[src/hw/cp0_consts.svh]
`ifndef CP0_CONSTS_SVH
`define CP0_CONSTS_SVH

// --------------------------------------------------
// datapath widths
// --------------------------------------------------
`define CP0_DATA_W 32
`define CP0_EXCCODE_W 5

// --------------------------------------------------
// redirect targets
// --------------------------------------------------
// general exception entry with BEV set
`define CP0_EXC_VECTOR 32'hbfc00380

// epc points back at the branch for a delay-slot fault
`define CP0_EPC_DS_ADJ 32'd4

// --------------------------------------------------
// register field positions
// --------------------------------------------------
// status
`define CP0_STATUS_IE 0
`define CP0_STATUS_EXL 1
`define CP0_STATUS_IM_LO 8
`define CP0_STATUS_IM_HI 15

// cause
`define CP0_CAUSE_EXC_LO 2
`define CP0_CAUSE_IP_LO 8
`define CP0_CAUSE_TI 30
`define CP0_CAUSE_BD 31

`endif

[src/hw/cp0Pkg.sv]
`default_nettype none
`include "cp0_consts.svh"

package cp0Pkg;

    typedef logic [`CP0_DATA_W-1:0] wordT;

    // cause codes as encoded in Cause.ExcCode
    typedef enum logic [`CP0_EXCCODE_W-1:0] {
        INT  = 5'd0,
        MOD  = 5'd1,
        TLBL = 5'd2,
        TLBS = 5'd3,
        ADEL = 5'd4,
        ADES = 5'd5,
        SYS  = 5'd8,
        BP   = 5'd9,
        RI   = 5'd10,
        OV   = 5'd12
    } excCodeE;

    // {rd, sel}
    typedef enum logic [7:0] {
        BADVADDR = 8'h40,
        COUNT    = 8'h48,
        COMPARE  = 8'h58,
        STATUS   = 8'h60,
        CAUSE    = 8'h68,
        EPC      = 8'h70
    } cp0RegE;

    typedef enum logic [1:0] {NONE, EXE, PREMEM, MEM} excSegE;

    typedef struct packed {
        logic    hasExc;
        excCodeE excCode;
        logic    isDelaySlot;
        wordT    pc;
        wordT    badVAddr;
        logic    eret;
    } excInfoT;

    // risk set means the instruction in that stage may still be squashed
    typedef struct packed {
        excInfoT exe;
        excInfoT preMem;
        excInfoT mem;
        logic    exeRisk;
        logic    preMemRisk;
        logic    memRisk;
    } stageExcT;

    typedef struct packed {
        logic   cyc;
        logic   stb;
        logic   we;
        cp0RegE adr;
        wordT   dat;
    } wbReqT;

    typedef struct packed {
        logic ack;
        wordT dat;
    } wbRspT;

    // one-hot software write strobes
    typedef struct packed {
        logic status;
        logic cause;
        logic epc;
        logic count;
        logic compare;
        wordT wdata;
    } cp0WrT;

    typedef struct packed {
        wordT status;
        wordT cause;
        wordT epc;
        wordT badVAddr;
        wordT count;
        wordT compare;
    } cp0ViewT;

    typedef struct packed {
        logic occur;
        wordT destPc;
    } redirectT;

endpackage

`default_nettype wire

[src/hw/cp0BusPort.sv]
`timescale 1ns/100ps
`default_nettype none

module cp0BusPort (
    input  logic            clk,
    input  logic            rst,
    input  cp0Pkg::wbReqT   wbReq_i,
    input  cp0Pkg::cp0ViewT view_i,
    output cp0Pkg::wbRspT   wbRsp_o,
    output cp0Pkg::cp0WrT   wr_o
);

    logic         req;
    logic         ack;
    cp0Pkg::wordT readMux;
    cp0Pkg::wordT rdata;

    // new request only while no ack is outstanding
    assign req = wbReq_i.cyc && wbReq_i.stb && !ack;

    // --------------------------------------------------
    // address decode
    // --------------------------------------------------
    always_comb begin
        case (wbReq_i.adr)
            cp0Pkg::STATUS:   readMux = view_i.status;
            cp0Pkg::CAUSE:    readMux = view_i.cause;
            cp0Pkg::EPC:      readMux = view_i.epc;
            cp0Pkg::BADVADDR: readMux = view_i.badVAddr;
            cp0Pkg::COUNT:    readMux = view_i.count;
            cp0Pkg::COMPARE:  readMux = view_i.compare;
            default:          readMux = '0;
        endcase
    end

    // strobes land on the same edge that raises ack
    always_comb begin
        wr_o = '0;
        wr_o.wdata = wbReq_i.dat;
        if (req && wbReq_i.we) begin
            case (wbReq_i.adr)
                cp0Pkg::STATUS:  wr_o.status = 1'b1;
                cp0Pkg::CAUSE:   wr_o.cause = 1'b1;
                cp0Pkg::EPC:     wr_o.epc = 1'b1;
                cp0Pkg::COUNT:   wr_o.count = 1'b1;
                cp0Pkg::COMPARE: wr_o.compare = 1'b1;
                // badvaddr is read only
                default:         ;
            endcase
        end
    end

    // --------------------------------------------------
    // response
    // --------------------------------------------------
    always_ff @(posedge clk) begin
        if (!rst) begin
            ack <= 1'b0;
        end else begin
            ack <= req;
        end
    end

    always_ff @(posedge clk) begin
        if (req) begin
            rdata <= readMux;
        end
    end

    assign wbRsp_o.ack = ack;
    assign wbRsp_o.dat = rdata;

    ackAfterStb: assert property (@(posedge clk) disable iff (!rst)
        ack |-> ($past(wbReq_i.cyc && wbReq_i.stb) && !$past(ack)))
        else $error("cp0BusPort: ack without a preceding strobe");

endmodule

`default_nettype wire

[src/hw/cp0Timer.sv]
`timescale 1ns/100ps
`default_nettype none

module cp0Timer (
    input  logic          clk,
    input  logic          rst,
    input  cp0Pkg::cp0WrT wr_i,
    output cp0Pkg::wordT  count_o,
    output cp0Pkg::wordT  compare_o,
    output logic          ti_o
);

    logic         tick;
    cp0Pkg::wordT count;
    cp0Pkg::wordT compare;
    logic         ti;

    // tick rises one cycle after reset release, count follows a cycle later
    always_ff @(posedge clk) begin
        if (!rst) begin
            tick <= 1'b0;
        end else begin
            tick <= 1'b1;
        end
    end

    // --------------------------------------------------
    // count and compare
    // --------------------------------------------------
    always_ff @(posedge clk) begin
        if (!rst) begin
            count <= '0;
        end else if (wr_i.count) begin
            count <= wr_i.wdata;
        end else if (tick) begin
            count <= count + 1'b1;
        end
    end

    always_ff @(posedge clk) begin
        if (!rst) begin
            compare <= '0;
        end else if (wr_i.compare) begin
            compare <= wr_i.wdata;
        end
    end

    // timer interrupt, sticky until compare is rewritten
    always_ff @(posedge clk) begin
        if (!rst) begin
            ti <= 1'b0;
        end else if (wr_i.compare) begin
            ti <= 1'b0;
        end else if (count == compare) begin
            ti <= 1'b1;
        end
    end

    assign count_o   = count;
    assign compare_o = compare;
    assign ti_o      = ti;

    tiClearOnCompare: assert property (@(posedge clk) disable iff (!rst)
        wr_i.compare |=> !ti_o)
        else $error("cp0Timer: TI still set after compare write");

endmodule

`default_nettype wire

[src/hw/cp0Top.sv]
`timescale 1ns/100ps
`default_nettype none

module cp0Top (
    input  logic             clk,
    input  logic             rst,
    input  cp0Pkg::wbReqT    wbReq_i,
    input  cp0Pkg::stageExcT stages_i,
    input  logic             wbRisk_i,
    input  logic [5:0]       extInt_i,
    output cp0Pkg::wbRspT    wbRsp_o,
    output cp0Pkg::redirectT redirect_o,
    output cp0Pkg::excSegE   exceptSeg_o,
    output cp0Pkg::wordT     status_o,
    output cp0Pkg::wordT     cause_o
);

    wire cp0Pkg::excInfoT selExc;
    wire cp0Pkg::cp0WrT   wr;
    wire cp0Pkg::cp0ViewT view;
    wire                  ti;

    excSelect u_excSelect (
        .stages_i (stages_i),
        .wbRisk_i (wbRisk_i),
        .sel_o    (selExc),
        .seg_o    (exceptSeg_o)
    );

    cp0Timer u_cp0Timer (
        .clk       (clk),
        .rst       (rst),
        .wr_i      (wr),
        .count_o   (view.count),
        .compare_o (view.compare),
        .ti_o      (ti)
    );

    excRegs u_excRegs (
        .clk        (clk),
        .rst        (rst),
        .exc_i      (selExc),
        .wr_i       (wr),
        .ti_i       (ti),
        .extInt_i   (extInt_i),
        .status_o   (view.status),
        .cause_o    (view.cause),
        .epc_o      (view.epc),
        .badVAddr_o (view.badVAddr),
        .redirect_o (redirect_o)
    );

    // software access
    cp0BusPort u_cp0BusPort (
        .clk     (clk),
        .rst     (rst),
        .wbReq_i (wbReq_i),
        .view_i  (view),
        .wbRsp_o (wbRsp_o),
        .wr_o    (wr)
    );

    assign status_o = view.status;
    assign cause_o  = view.cause;

endmodule

`default_nettype wire

[src/hw/excRegs.sv]
`timescale 1ns/100ps
`default_nettype none
`include "cp0_consts.svh"

module excRegs (
    input  logic             clk,
    input  logic             rst,
    input  cp0Pkg::excInfoT  exc_i,
    input  cp0Pkg::cp0WrT    wr_i,
    input  logic             ti_i,
    input  logic [5:0]       extInt_i,
    output cp0Pkg::wordT     status_o,
    output cp0Pkg::wordT     cause_o,
    output cp0Pkg::wordT     epc_o,
    output cp0Pkg::wordT     badVAddr_o,
    output cp0Pkg::redirectT redirect_o
);

    logic            exl;
    logic            ie;
    logic [7:0]      im;
    logic            bd;
    logic [7:0]      ip;
    cp0Pkg::excCodeE excCode;
    cp0Pkg::wordT    epc;
    cp0Pkg::wordT    badVAddr;
    logic            commit;
    logic            addrFault;

    // a fault inside the handler is ignored
    assign commit = exc_i.hasExc && !exl;

    // codes that carry a faulting virtual address
    assign addrFault = exc_i.excCode inside {cp0Pkg::ADEL, cp0Pkg::ADES,
                                             cp0Pkg::TLBL, cp0Pkg::TLBS, cp0Pkg::MOD};

    // --------------------------------------------------
    // status
    // --------------------------------------------------
    // software write has priority over commit and eret
    always_ff @(posedge clk) begin
        if (!rst) begin
            exl <= 1'b0;
        end else if (wr_i.status) begin
            exl <= wr_i.wdata[`CP0_STATUS_EXL];
        end else if (commit) begin
            exl <= 1'b1;
        end else if (exc_i.eret) begin
            exl <= 1'b0;
        end
    end

    always_ff @(posedge clk) begin
        if (!rst) begin
            ie <= 1'b0;
            im <= '0;
        end else if (wr_i.status) begin
            ie <= wr_i.wdata[`CP0_STATUS_IE];
            im <= wr_i.wdata[`CP0_STATUS_IM_HI:`CP0_STATUS_IM_LO];
        end
    end

    // --------------------------------------------------
    // cause
    // --------------------------------------------------
    always_ff @(posedge clk) begin
        if (!rst) begin
            bd      <= 1'b0;
            excCode <= cp0Pkg::INT;
        end else if (commit) begin
            bd      <= exc_i.isDelaySlot;
            excCode <= exc_i.excCode;
        end
    end

    // hardware lines with the timer folded into ip7
    always_ff @(posedge clk) begin
        if (!rst) begin
            ip[7:2] <= '0;
        end else begin
            ip[7:2] <= {extInt_i[5] | ti_i, extInt_i[4:0]};
        end
    end

    // software interrupt bits are the only writable part of cause
    always_ff @(posedge clk) begin
        if (!rst) begin
            ip[1:0] <= '0;
        end else if (wr_i.cause) begin
            ip[1:0] <= wr_i.wdata[`CP0_CAUSE_IP_LO+1:`CP0_CAUSE_IP_LO];
        end
    end

    // --------------------------------------------------
    // epc and badvaddr
    // --------------------------------------------------
    always_ff @(posedge clk) begin
        if (commit) begin
            if (exc_i.isDelaySlot) begin
                epc <= exc_i.pc - `CP0_EPC_DS_ADJ;
            end else begin
                epc <= exc_i.pc;
            end
        end else if (wr_i.epc) begin
            epc <= wr_i.wdata;
        end
    end

    always_ff @(posedge clk) begin
        if (commit && addrFault) begin
            badVAddr <= exc_i.badVAddr;
        end
    end

    // register images
    always_comb begin
        status_o = '0;
        status_o[`CP0_STATUS_IE] = ie;
        status_o[`CP0_STATUS_EXL] = exl;
        status_o[`CP0_STATUS_IM_HI:`CP0_STATUS_IM_LO] = im;

        cause_o = '0;
        cause_o[`CP0_CAUSE_BD] = bd;
        cause_o[`CP0_CAUSE_TI] = ti_i;
        cause_o[`CP0_CAUSE_IP_LO +: 8] = ip;
        cause_o[`CP0_CAUSE_EXC_LO +: `CP0_EXCCODE_W] = excCode;
    end

    assign epc_o      = epc;
    assign badVAddr_o = badVAddr;

    // pipeline flush in the same cycle as the selected record
    always_comb begin
        redirect_o.occur  = commit || exc_i.eret;
        redirect_o.destPc = '0;
        if (commit) begin
            redirect_o.destPc = `CP0_EXC_VECTOR;
        end else if (exc_i.eret) begin
            redirect_o.destPc = epc;
        end
    end

    occurHasCause: assert property (@(posedge clk) disable iff (!rst)
        redirect_o.occur |-> (commit || exc_i.eret))
        else $error("excRegs: redirect without commit or eret");

endmodule

`default_nettype wire

[src/hw/excSelect.sv]
`timescale 1ns/100ps
`default_nettype none

module excSelect (
    input  cp0Pkg::stageExcT stages_i,
    input  logic             wbRisk_i,
    output cp0Pkg::excInfoT  sel_o,
    output cp0Pkg::excSegE   seg_o
);

    // --------------------------------------------------
    // risk based priority
    // --------------------------------------------------
    // a stage may only raise its record once everything behind it
    // is known to retire, so the youngest safe stage wins
    always_comb begin
        if (!stages_i.preMemRisk) begin
            sel_o = stages_i.exe;
            seg_o = cp0Pkg::EXE;
        end else if (!stages_i.memRisk) begin
            sel_o = stages_i.preMem;
            seg_o = cp0Pkg::PREMEM;
        end else if (!wbRisk_i) begin
            sel_o = stages_i.mem;
            seg_o = cp0Pkg::MEM;
        end else begin
            // every stage still speculative
            sel_o = '0;
            seg_o = cp0Pkg::NONE;
        end
    end

    // --------------------------------------------------
    // checks
    // --------------------------------------------------
    // nothing may commit while no stage is selected
    noneHasNoExc: assert final (seg_o != cp0Pkg::NONE || !sel_o.hasExc)
        else $error("excSelect: exception record with segment NONE");

    // an eret and a fault never come from one record
    noEretWithExc: assert final (!(sel_o.hasExc && sel_o.eret))
        else $error("excSelect: selected record carries both eret and exception");

endmodule

`default_nettype wire

[config.mk]
export PLATFORM = sky130hd
export DESIGN_NAME = cp0Top
export DESIGN_NICKNAME = d
export VERILOG_FILES = /design/src/hw/cp0Pkg.sv /design/src/hw/cp0BusPort.sv /design/src/hw/cp0Timer.sv /design/src/hw/cp0Top.sv /design/src/hw/excRegs.sv /design/src/hw/excSelect.sv
export VERILOG_INCLUDE_DIRS = /design/src /design/src/hw
export SDC_FILE = /design/constraint.sdc
export NUM_CORES = 1
export LEC_CHECK = 0
export BUFFER_PORTS_ARGS = -buffer_cell sky130_fd_sc_hd__buf_2
export CORE_ASPECT_RATIO = 0.7
export CORE_MARGIN = 8
export CORE_UTILIZATION = 39
export CTS_CLUSTER_SIZE = 16
export DETAILED_ROUTE_END_ITERATION = 16
export SETUP_SLACK_MARGIN = 0.5
export SLEW_MARGIN = 20
export SYNTH_ARGS = -nofsm -noshare
export SYNTH_HDL_FRONTEND = slang
export SYNTH_HIERARCHICAL = 1
export SYNTH_SLANG_ARGS = --single-unit
[constraint.sdc]
create_clock -name clk -period 4.9 [get_ports clk]
set_input_delay 0.735 -clock clk [delete_from_list [all_inputs] [get_ports clk]]
set_output_delay 0.735 -clock clk [all_outputs]
set_load 0.02 [all_outputs]
==> results of run 1 <==
## registers in the layout, indices dropped and copies added, names as in the netlist
register              cells
u_excRegs/cause_o         8
u_excRegs/badVAddr_o     32
u_excRegs/epc_o          32
u_excRegs/ie              1
u_cp0Timer/count_o       32
u_cp0Timer/ti_o           1
u_cp0Timer/compare_o     32
u_cp0Timer/tick           1
u_cp0BusPort/rdata       32
u_excRegs/excCode         5
u_cp0BusPort/ack          1
u_excRegs/im              8
u_excRegs/bd              1
u_excRegs/exl             1
## per-stage QoR
| stage | utilization, % | power, mW | cells |
|---|---|---|---|
| after detailed placement | 44.4 | 2.61 | 2076 |
| after floorplan | - | 2.31 | 1447 |
| after global placement | 44.4 | 2.60 | 2076 |
| after CTS | 46.1 | 3.95 | 2108 |
| final | 46.2 | 3.94 | 2109 |
| after global routing | 46.2 | 4.09 | 2108 |
## kinds of logic after synthesis
logic type                 count (synthesis)  synth area share (%)
buffers and inverters                    190                  8.87
and+or+nand+nor                          583                  26.4
xor gates and xnor gates                  71                  4.93
muxes                                     87                  7.05
AOI/OAI and AO/OA                        288                  15.2
other                                      1                0.0297
DFF                                      187                  37.3
adders and majority gates                  2                 0.198
## critical path: stages
cell and delay, ns:
buf_2 0.74, nand3b_1 0.21, a31oi_1 0.14, nand2b_2 0.41, buf_4 0.39, and3_1 0.22, buf_2 0.17
## power by group through the flow
stage                     logic, mW  registers [mW]  clock network, mW
after floorplan               0.502            1.81                  0
final                         0.805            1.79               1.35
after CTS                     0.791            1.78               1.37
after detailed placement      0.788            1.82                  0
after global placement        0.779            1.82                  0
after global routing          0.869            1.79               1.43
## cell type report
| type | count | area [um^2] | area share, % |
|---|---|---|---|
| tap | 427 | 534 | 3.61 |
| clock inverter | 12 | 114 | 0.769 |
| clock buffer | 20 | 437 | 2.95 |
| timing repair buffer | 386 | 2000 | 13.5 |
| sequential | 187 | 4700 | 31.8 |
| multi-input combinational | 1070 | 6990 | 47.2 |
| inverter | 6 | 22.5 | 0.152 |
| antenna | 1 | 2.50 | 0.0169 |
## path summary, 6_finish.rpt
kind / endpoint / slack, ns / cells after the start / startpoint
setup / recovery: redirect_o[5] / 1.14 / 7 / wbRisk_i
hold / removal: u_excRegs/cause_o[13] / 0.50 / 2 / extInt_i[3]
setup reg to reg: u_cp0Timer/compare_o[8] / 2.51 / 6 / u_cp0BusPort/ack
hold reg to reg: u_excRegs/bd / 0.51 / 2 / u_excRegs/bd
## per-layer routing
| metal | wire, um | vias to the layer above |
|---|---|---|
| li1 | - | 5542 |
| met5 | 0 | - |
| met3 | 4120 | 38 |
| met2 | 24100 | 519 |
| met4 | 657 | 0 |
| met1 | 22400 | 5875 |
## synth_stat cells, drive strengths merged, types with 28 or more instances
cell / count / share of area [%]
nand2: 92 / 2.8
a22oi: 32 / 1.9
buf: 120 / 6.7
mux2i: 72 / 5.7
dfxtp: 91 / 14
nand3: 28 / 1.2
a21oi: 32 / 1.3
clkbuf: 64 / 2.0
nand2b: 81 / 4.0
edfxtp: 96 / 23
nand4: 30 / 1.7
nand3b: 72 / 4.3
nor2b: 51 / 2.5
xnor2: 42 / 2.9
xor2: 29 / 2.0
nor2: 120 / 3.6
a31oi: 91 / 4.5
o21ai: 52 / 2.1
==> metrics.md, run 1 <==
| Metric | Value |
|---|---|
| Outcome | `finished, final reports clean` |
| Top Usage Layer GRT | `met2` |
| Total CTS buffers | `17` |
| Die width | `~230 um` |
| Combinational share of power | `between 20% and 30%` |
| Internal | `2.72 mW` |
| Postcts setup bufs | `0` |
| Initial antenna violation count | `0` |
| Routed vias | `11974` |
| GR Layer Usage met2 | `roughly two fifths` |
| Post-detailed-route count of antenna-violating nets | `0` |
| DR vias/cell | `approximately 5.7` |
| Initial Util | `around two fifths` |
| Total placed instance area | `14200 um^2` |
| Share of cells above drive strength 1 | `27.5%` |
| Final instance area | `around 15000 um^2` |
| Final setup viols | `0` |
| Post-Place Worst Slack | `~0.94 ns` |
| Seq pwr share | `between 40% and 50%` |
| Fin crit share | `76.7%` |
| Max frequency | `approximately 270 MHz` |
| Largest net degree at the start of global routing | `approximately 150` |
| Clock Latency Late Sink | `around 0.44 ns` |
| Clock transition at path regs | `about 0.07 ns` |
| Clock tree sinks | `187` |
| # DRC | `0` |
| DP HPWL | `about 40000 um` |
| Post-CTS sizing | `0` |
| Final hold slack | `0.497 ns` |
| CP required | `roughly 4.2 ns` |
| Htree depth | `4` |
| Clock network power share | `about a third` |
| Min Tclk post-route | `between 3 and 4 ns` |
| Core region area | `roughly 32000 um^2` |
| Synth unique cells | `between 60 and 70` |
| Grt met1 use | `34.7%` |
| Die height | `166 um` |
| Tot GR Track Use | `roughly a quarter` |
| Switching Fraction | `a little under a third` |
| VDD IR max | `approximately 0.22 mV` |
| Nets | `1941` |
| Commonest non-fill, non-tap cell in the layout | `buf_2` |
| Sum Neg Setup Slack | `0 ns` |
| # fillers | `between 3000 and 4000` |
| Worst Tran Pin Value | `about 1.0 ns` |
| Synthesized area | `12600 um^2` |
| Setup ws final | `~1.1 ns` |
| Grt ovf | `0` |
| Row cnt | `55` |
| Hold Path Class | `primary input to flip-flop` |
| Max_cap viols | `0` |
| CP Capture Type | `output port` |
| DR iter-0 viols | `around 1200` |
| Net switching power | `about 1.2 mW` |
| Startpoint types | `primary input` |
| Worst Path Max Fanout | `74` |
| Power density of the placed cells | `between 200 and 300 nW/um^2` |
| 1st-pass router iterations | `5` |
| DIE AREA | `roughly 38000 um^2` |
| Top_reg_cell synth | `edfxtp_1` |
| Io pins | `between 400 and 500` |
| CTS max path bufs | `2` |
| Max-slew headroom | `30.4%` |
| Synthesized flop and latch total | `roughly 190` |
| Sequential-to-total area share from yosys stat | `around 37%` |
| CTS hold repair buffers | `0` |
| Unrepaired setup endpoints after global routing | `false` |
| EDFF count, synth | `96` |
| Cell count after synthesis | `~1400` |
| Syn_area_per_cell | `around 9 um^2` |
| Clk root buf | `clkbuf_16` |
| Final Wtd Congestion | `0.919` |
| Final hold violation count | `0` |
| CTS tree | `built` |
| Commonest non-fill, non-tap cells in the layout | `buf_2, nor2_1, edfxtp_1` |
| Ys Warns | `6` |
| Final WL | `just over 50000 um` |
| Critical Path AT | `between 3 and 4 ns` |
| Vias in the first global route | `11626` |
| Drt wl/cell | `between 20 and 25 um` |
| Met3 Track Usage GR | `between 5 and 6%` |
| IO buf count | `362` |
| Global-route wire length before repair | `~75000 um` |
| Setup CP Type | `primary input to output port` |
| Clk_skew | `between 0.008 and 0.009 ns` |
| Layout area overhead | `17.4%` |
| Leak | `between 5 and 6 nW` |
| Final number of max-transition violations | `0` |
| Async S/R FF share, synth | `0%` |
No activity file was read; power rests on OpenSTA's default activity.
==> run 2: changes to the inputs <==
clock period = 3.66 ns   (was 4.9 ns; I/O delays follow)
==> run 2 against run 1 <==
  * Via count up 1.5%
  * Largest power group unchanged
  * Hold slack worse by 0.19 ns
  * First-iteration DRC count increased by 1.4%
  * Critical endpoint is now redirect_o[15]
  * Critical path type unchanged
==> metrics.md, run 2 (synthesis gave the netlist of run 1 again) <==
| Metric | Value |
|---|---|
| DP HPWL | `41900 um (+2.9%)` |
| Most used cell, CP | `buf_4` |
| Worst Tran Pin Value | `1.13 ns (+0.0893 ns)` |
| Htree depth | `4 (unchanged)` |
| Tot Pwr | `5.52 mW (+40%)` |
| Fin crit share | `between 80 and 90%` |
| Max frequency | `333 MHz` |
| Final hold violation count | `0 (unchanged)` |
| Max-slew headroom | `24.5% (-6.0 points)` |
| Metal-1 WL | `22900 um (+2.1%)` |
| Switching Fraction | `29.9% (-1.1 points)` |
| Core region area | `32100 um^2 (unchanged)` |
| Hold Path Class | `primary input to flip-flop` |
| Share of cells above drive strength 1 | `28.4% (+0.89 points)` |
| Filler-free cell count of the finished design | `2134 (+1.2%)` |
| Post-detailed-route count of antenna-violating nets | `0 (unchanged)` |
| Nets | `1962 (+1.1%)` |
| Setup CP Type | `primary input to output port` |
| Critical Path AT | `2.46 ns (-0.56 ns)` |
| Outcome | `finished, final reports clean` |
| Final instance area | `15100 um^2 (+2.0%)` |
| Leak | `5.84 nW (+2.3%)` |
| Slowest CP cell | `buf_4` |
| Net switching power | `1.65 mW (+35%)` |
| Met3 Wirelength | `4630 um (+12%)` |
| CP Capture Type | `output port` |
| IO buf count | `362 (unchanged)` |
| Placed cells | `2097 (+1.0%)` |
| Top sig layer | `met4` |
| 1st-pass router iterations | `6 (+1)` |
| Total placed instance area | `14500 um^2 (+1.6%)` |
| CP required | `3.11 ns (-1.05 ns)` |
| Drt wl/cell | `24.7 um (+1.5%)` |
| Final number of max-transition violations | `0 (unchanged)` |
| # DRC | `0 (unchanged)` |
| Die width | `231 um (unchanged)` |
| Largest net degree at the start of global routing | `69 (-53%)` |
| DR iter-0 viols | `1261 (+1.4%)` |
| VDD IR max | `0.321 mV (+46%)` |
| Max_cap viols | `0 (unchanged)` |
| Tot GR Track Use | `26.0% (+0.41 points)` |
| CTS tree | `built` |
| CP max stage delay | `0.37 ns (-0.37 ns)` |
| Clock tree sinks | `187 (unchanged)` |
| Grt ovf | `0 (unchanged)` |
| Internal | `3.86 mW (+42%)` |
| DIE AREA | `38500 um^2 (unchanged)` |
| # fillers | `3169 (-3.2%)` |
| Final setup viols | `0 (unchanged)` |
| Die height | `166 um (unchanged)` |
| Largest delay share family, worst path | `buffers and inverters` |
| Power density of the placed cells | `365 nW/um^2 (+37%)` |
| Clock network power share | `36.5% (+2.2 points)` |
| Startpoint types | `primary input` |
| Unrepaired setup endpoints after global routing | `false` |
| Sum Neg Setup Slack | `0 ns (unchanged)` |
| Min Tclk post-route | `around 3 ns` |
| Final WL | `52800 um (+2.7%)` |
| Post-Place Worst Slack | `0.281 ns (-0.660 ns)` |
| Io pins | `403 (unchanged)` |
| Crit path cell chain | `buf_6, buf_4, buf_4, nand2b_1, a31oi_2, buf_4, and3_1, buf_2` |
| Clock transition at path regs | `0.07 ns (about the same)` |
| Crit path buffers/inverters | `5 (+2)` |
| Clk root buf | `clkbuf_16` |
| Met2 WL | `23500 um (-2.6%)` |
| Commonest non-fill, non-tap cells in the layout | `buf_2, nor2_1, edfxtp_1` |
| Combinational share of power | `20.2% (-0.2 points)` |
| Global-route wire length before repair | `75500 um (+0.62%)` |
| Worst Path Max Fanout | `60 (-19%)` |
| DR vias/cell | `5.69 (+0.26%)` |
| Clock Latency Late Sink | `0.44 ns (about the same)` |
| Initial Util | `39.3% (unchanged)` |
| Row cnt | `55 (unchanged)` |
| Final Wtd Congestion | `0.924 (+0.49%)` |
| Commonest non-fill, non-tap cell in the layout | `buf_2` |
| Seq pwr share | `43.3% (-2.0 points)` |
| Vias in the first global route | `11457 (-1.5%)` |
| Clk_skew | `0.0101 ns (+0.00198 ns)` |
| Routed vias | `12148 (+1.5%)` |
| Setup ws final | `0.655 ns (-0.486 ns)` |
| Initial antenna violation count | `3 (+3)` |
| CTS max path bufs | `2 (unchanged)` |
| Layout area overhead | `19.7%` |
| Total CTS buffers | `17 (unchanged)` |
| CTS hold repair buffers | `0 (unchanged)` |
run 2: power groups by stage:
stage / registers, mW / logic (mW) / clock network (mW)
after floorplan: 2.42 / 0.673 / 0
after global routing: 2.39 / 1.19 / 2.12
final: 2.39 / 1.12 / 2.01
after detailed placement: 2.43 / 1.09 / 0
after CTS: 2.39 / 1.09 / 2.04
after global placement: 2.43 / 1.08 / 0
run 2: final cells by class:
cell class | instances | area [um^2] | share of cell area (%)
Multi-Input combinational cell | 1070 | 6980 | 46.2
Sequential cell | 187 | 4700 | 31.1
Timing Repair Buffer | 407 | 2240 | 14.8
Tap cell | 427 | 534 | 3.54
Clock buffer | 19 | 433 | 2.87
Clock inverter | 13 | 188 | 1.24
Inverter | 6 | 22.5 | 0.149
Antenna cell | 5 | 12.5 | 0.0828
run 2: per-stage QoR:
step,utilization [%],hold WS [ns]
final,47.1,0.307
after global routing,47.1,0.301
after CTS,47.1,0.296
after detailed placement,45.1,0.511
after global placement,45.1,0.505
after floorplan,-,0.444
run 2: timing repair:
item                       in CTS  in global routing
setup endpoints to repair       0                 36
buffers inserted                0                  0
resized for setup               0                  2
run 2: final timing paths:
path | start | endpoint | slack, ns | depth (start not counted)
worst min register to register | u_excRegs/bd | u_excRegs/bd | 0.52 | 2
worst max register to register | u_cp0Timer/count_o[8] | u_cp0Timer/count_o[16] | 1.25 | 5
worst min-delay path | extInt_i[5] | u_excRegs/cause_o[15] | 0.31 | 2
worst max-delay path | stages_i[0] | redirect_o[15] | 0.65 | 8
run 2: per-layer routing:
metal,track usage [%],up-vias
met2,39.6,577
li1,-,5607
met1,35.3,5891
met4,9.73,0
met5,0,-
met3,6.16,73
